## src/source/rvPkg.sv

```systemverilog
`default_nettype none

package rvPkg;

    typedef logic [31:0] word_t;
    typedef logic [4:0] regAddr_t;
    typedef logic [2:0] aluOp_t;
    typedef logic [1:0] fwdSel_t;
    typedef logic [1:0] resultSrc_t;

    localparam aluOp_t ALU_ADD = 3'd0;
    localparam aluOp_t ALU_SUB = 3'd1;
    localparam aluOp_t ALU_AND = 3'd2;
    localparam aluOp_t ALU_OR = 3'd3;
    localparam aluOp_t ALU_XOR = 3'd4;
    localparam aluOp_t ALU_SLT = 3'd5;

    localparam fwdSel_t FWD_NONE = 2'd0;
    localparam fwdSel_t FWD_WB = 2'd1;
    localparam fwdSel_t FWD_MEM = 2'd2;

    localparam resultSrc_t RES_ALU = 2'd0;
    localparam resultSrc_t RES_MEM = 2'd1;
    localparam resultSrc_t RES_PC4 = 2'd2;

    localparam logic [6:0] OP_RTYPE = 7'b0110011;
    localparam logic [6:0] OP_ITYPE = 7'b0010011;
    localparam logic [6:0] OP_LOAD = 7'b0000011;
    localparam logic [6:0] OP_STORE = 7'b0100011;
    localparam logic [6:0] OP_BRANCH = 7'b1100011;
    localparam logic [6:0] OP_JAL = 7'b1101111;

    // All-zero word is a bubble
    typedef struct packed {
        logic regWrite;
        resultSrc_t resultSrc;
        logic memWrite;
        logic memRead;
        logic branch;
        logic jump;
        logic aluSrc;
        aluOp_t aluOp;
    } ctrl_t;

    typedef struct packed {
        word_t addr;
        word_t instr;
    } loadReq_t;

    typedef struct packed {
        regAddr_t rd;
        word_t value;
    } wbInfo_t;

endpackage

`default_nettype wire

```

## src/source/instrMemory.sv

```systemverilog
`default_nettype none

module instrMemory #(
    parameter int IMEM_WORDS = 64
)(
    input logic clk,
    input logic run,
    input logic loadValid,
    input rvPkg::loadReq_t load,
    input rvPkg::word_t fetchPc,
    output logic loadReady,
    output rvPkg::word_t fetchInstr
);

    localparam int AW = $clog2(IMEM_WORDS);

    rvPkg::word_t mem [IMEM_WORDS];

    // Loading only while the core is stopped
    assign loadReady = ~run;

    always_ff @(posedge clk) begin
        if (loadValid && loadReady) begin
            mem[load.addr[AW-1:0]] <= load.instr;
        end
    end

    assign fetchInstr = mem[fetchPc[AW+1:2]];

endmodule

`default_nettype wire

```

## config.mk

```make
export PLATFORM = sky130hd
export DESIGN_NAME = instrMemory
export DESIGN_NICKNAME = d
export VERILOG_FILES = /design/src/source/rvPkg.sv /design/src/source/instrMemory.sv
export SDC_FILE = /design/constraint.sdc
export NUM_CORES = 2
export LEC_CHECK = 0
export BUFFER_PORTS_ARGS = -buffer_cell sky130_fd_sc_hd__buf_2
export CAP_MARGIN = 20
export CORE_ASPECT_RATIO = 0.8
export CORE_MARGIN = 8
export CORE_UTILIZATION = 62
export CTS_BUF_LIST = sky130_fd_sc_hd__clkbuf_16
export CTS_CLUSTER_DIAMETER = 80
export CTS_CLUSTER_SIZE = 16
export DETAILED_ROUTE_END_ITERATION = 12
export PLACE_DENSITY = 0.78
export SKIP_LAST_GASP = 1
export SLEW_MARGIN = 20
export SYNTH_ARGS = -nofsm -noshare
export SYNTH_HDL_FRONTEND = slang
export SYNTH_SLANG_ARGS = --single-unit
```

## constraint.sdc

```tcl
create_clock -name clk -period 3.7 [get_ports clk]
set_input_delay 0.555 -clock clk [delete_from_list [all_inputs] [get_ports clk]]
set_output_delay 0.555 -clock clk [all_outputs]
set_load 0.03 [all_outputs]
```

==> flow_summary_export.csv <==
group,metric,value,unit
outcome,status,"complete, but fails checks",
outcome,violations_in_the_final_reports,"negative setup slack",
power,comb_power_share,5.8,%
cts,cts_buffer_depth,3,
power,power_leakage,27.0,nW
synth,synth.yosys.seq_area_share,79.1,%
timing,grt_setup_unrepaired,"yes",
floorplanning,num_io_pins,132,
cts,clock_tree_from_tritoncts,"yes",
final_layout,post_route_cells_drive_above_1_share,26.6,%
setup_path,path_cells,"buf_8 -> buf_12 -> mux4_2 -> a22oi_1 -> a21oi_1 -> or4_1 -> buf_2",
final_layout,finish.instance_area,86400,um^2
final_layout,syn2layout_area_growth,11.1,%
power,pwr-share-seq,60.2,%
synth,post_synth.cell_area_avg,22.4,um^2
timing,layout_worst_path_cycle_share,100,%
placement,place_congestion,0.832,
setup_path,critPathTopFamily,"buffers and inverters",
timing,final_max_slew_viol_count,0,
setup_path,max_stage_delay,0.58,ns
setup_path,worstPathBufferInverterCount,3,
floorplanning,design.die.area,137000,um^2
final_layout,regArea,61500,um^2
min_path,hold_path.startpoint,"load[10]",
setup_path,criticalPathCategory,"primary input to output pin",
route,drcViolationCount,0,
placement,placed_cell_area,82400,um^2
synth,mux_contribution_to_synthesized_area,14.7,%
synth,synthDistinctLibCells,37,
final_layout,number_of_flip_flops_under_the_largest_register_name,2048,
global_routing,grt_antenna_before_repair,14,
power,power_switching_share,20.8,%
route,routed_via_density,7.28,
synth,synth_fp_nets,3573,
global_routing,globalRouteOverflowTotal,0,
power,power.density_cell_area,493,nW/um^2
global_routing,grt_start_max_net_pins,65,
global_routing,global_route.usage.total,29.4,%
synth,synth_seq_cells,2048,
synth,synth-xor-area-share,0,%
floorplanning,floorplan.initialDensity,62.3,%
cts,cts_buffers,145,
route,routed_wl,203,mm
timing,tightestPinTransition,1.16,ns
setup_path,worstPathArrival,3.16,ns
cts,clk_root_buffer_cell,"clkbuf_16",
timing,period_minus_slack,3.71,ns
synth,ys_warn_count,0,
timing,max-slew-margin-rel,23.0,%
synth,synth_compound_gate_area_share,3.59,%
placement,port-buffer-count,79,
timing,setup_ws,-0.0133,ns
cts,post-cts-setup-buffer-count,0,
route,dr.first_iter.drc_count,6355,
placement,dp.final_hpwl,112,mm
floorplanning,core_area,125000,um^2
setup_path,cpMaxStageDelayCell,"mux4_2",
power,internal-power,33.7,mW
global_routing,grt_pass1_vias,39300,
final_layout,final_instance_count_excl_fillers,5404,
setup_path,type_of_destination_of_the_critical_path,"output pin",
route,detail_route_antenna_nets,0,
route,wire_per_inst,37.5,um
min_path,worst_hold_path_type,"primary input to register",
setup_path,worstPathMaxFanout,20,
timing,hold_viol_final,0,
placement,dpl.cell_count,5241,
power,maximum_vdd_ir_drop,592,uV
final_layout,area_of_the_multi_input_gates,15800,um^2
floorplanning,placementRows,116,
cts,ctsHtreeMaxLevel,4,
final_layout,fillerInstances,7101,
setup_path,worst_setup_sp_type,"primary input",
route,detail_route.first_pass.iterations,6,
timing,max_clock_freq,269,MHz
global_routing,grt_first_pass_wirelength,286,mm
power,p_clk_share,34.0,%
min_path,worst_hold_path.num_cells,1,
timing,finalSetupViolations,1,
power,power_switching,8.87,mW
synth,synth_top_family_by_area,"multiplexers",
synth,yosys.area_share.adder,0,%
synth,synth.cell_area,77700,um^2
route,vias,39400,
placement,dpl_worst_slack,0.0243,ns
min_path,timing.hold.worst_endpoint,"mem[50][10]",
synth,synth-simple-area-share,1.38,%
synth,synthesis.instances,3474,
job,cap_violations,0,
cts,clock_sink_count,2048,
cts,path_clk_slew,0.06,ns
setup_path,worst-endpoint-required,3.14,ns
final_layout,nets,3838,
floorplanning,die-height,333,um
floorplanning,die_w,412,um
cells by family (layout without fill, tap and decap cells):
| kind of cell | count (synthesis) | in the layout |
|---|---|---|
| other | 0 | 5 |
| multiplexers | 593 | 593 |
| AND/OR/NAND/NOR | 217 | 217 |
| AO/OA/AOI/OAI | 410 | 410 |
| buffers and inverters | 206 | 479 |
| flip-flops | 2048 | 2048 |
layout by cell type (no fill, tap or decap), types with 6 or more instances in the layout:
cell and instances:
o2111ai_1 17, edfxtp_1 2048, a21oi_1 121, a22oi_1 254, nand2_1 48, clkbuf_16 152, mux2i_1 157, nor2_4 67
nand3_1 31, or4_1 29, buf_2 55, buf_12 59, nor2b_1 6, o211ai_1 8, buf_4 201, mux4_2 436
cell usage after synthesis:
| cell type | instances | area share (%) |
|---|---|---|
| or2_2 | 1 | 0.0081 |
| buf_2 | 64 | 0.41 |
| o21ai_0 | 1 | 0.0064 |
| o22ai_1 | 5 | 0.040 |
| buf_6 | 11 | 0.16 |
| or4_1 | 31 | 0.30 |
| inv_1 | 1 | 0.0048 |
| and2_1 | 3 | 0.024 |
| nor3b_1 | 1 | 0.0097 |
| or3_1 | 1 | 0.0081 |
| buf_4 | 15 | 0.14 |
| o2111ai_1 | 17 | 0.19 |
| a31oi_1 | 1 | 0.0081 |
| edfxtp_1 | 2048 | 79 |
| a21oi_1 | 121 | 0.78 |
| nor3_1 | 1 | 0.0064 |
| clkbuf_1 | 90 | 0.43 |
| and2_0 | 1 | 0.0081 |
| nand3b_1 | 4 | 0.039 |
| mux4_2 | 436 | 13 |
| buf_1 | 25 | 0.12 |
| nand3_1 | 31 | 0.20 |
| mux2i_1 | 157 | 2.0 |
| nand2_1 | 48 | 0.23 |
| nand4b_1 | 1 | 0.011 |
| o31ai_1 | 2 | 0.019 |
| o311a_1 | 1 | 0.013 |
| and3_1 | 1 | 0.0081 |
| and2b_1 | 1 | 0.0097 |
| nand2b_1 | 4 | 0.032 |
| o211ai_1 | 8 | 0.077 |
| nor4b_1 | 1 | 0.011 |
| nor2_1 | 72 | 0.35 |
| or3b_2 | 2 | 0.023 |
| and3b_1 | 1 | 0.011 |
| a22oi_1 | 254 | 2.5 |
| nor2b_1 | 12 | 0.097 |
stage by stage:
step | power (mW) | hold WS [ns] | util, % | setup TNS [ns]
global route | 43.5 | 0.328 | 69.2 | -0.0210
CTS | 42.6 | 0.318 | 69.1 | 0
finish | 42.6 | 0.321 | 69.2 | -0.0133
floorplan | 27.4 | 0.654 | - | 0
detailed placement | 28.5 | 1.15 | 66.0 | 0
global placement | 28.5 | 1.11 | 66.0 | 0
area by class of cell:
cell class                      count  share of cell area (%)
Sequential cell                  2048                    71.2
Antenna cell                        5                  0.0145
Inverter                            1                 0.00435
Tap cell                         1652                    2.39
Clock buffer                      151                    4.38
Timing Repair Buffer              323                    3.64
Multi-Input combinational cell   1220                    18.3
Clock inverter                      4                  0.0580
power groups by stage:
stage	logic (mW)	registers, mW	clock network, mW
2_1_floorplan	1.27	26.1	0
3_3_place_gp	2.34	26.1	0
3_5_place_dp	2.40	26.1	0
4_1_cts	2.43	25.6	14.6
5_1_grt	2.57	25.6	15.3
6_report	2.48	25.6	14.5
repair_timing:
item | CTS | global route
setup endpoints to repair | 2 | 10
hold buffers | 0 | 0
cloned | 0 | 1
resized for setup | 2 | 4
metal layers:
layer  vias up  track usage, %  routed length, um
met5         -               0                 93
met4        14            11.8               9070
met3       478            8.48              30100
met2      3264            44.6              93200
met1     20400            41.0              70400
li1      15200               -                  -
how the worst max path moves through the flow:
stage / end / slack (ns) / cells past startpoint / start
global placement: fetchInstr[8] / 0.04 / 8 / fetchPc[2]
CTS: fetchInstr[26] / 0.007 / 8 / fetchPc[2]
floorplan: mem[39][0] / 0.52 / 4 / load[37]
finish: fetchInstr[19] / -0.01 / 7 / fetchPc[3]
detailed placement: fetchInstr[15] / 0.02 / 8 / fetchPc[3]
global route: fetchInstr[31] / -0.02 / 8 / fetchPc[3]
(Power assumes the default switching activity.)
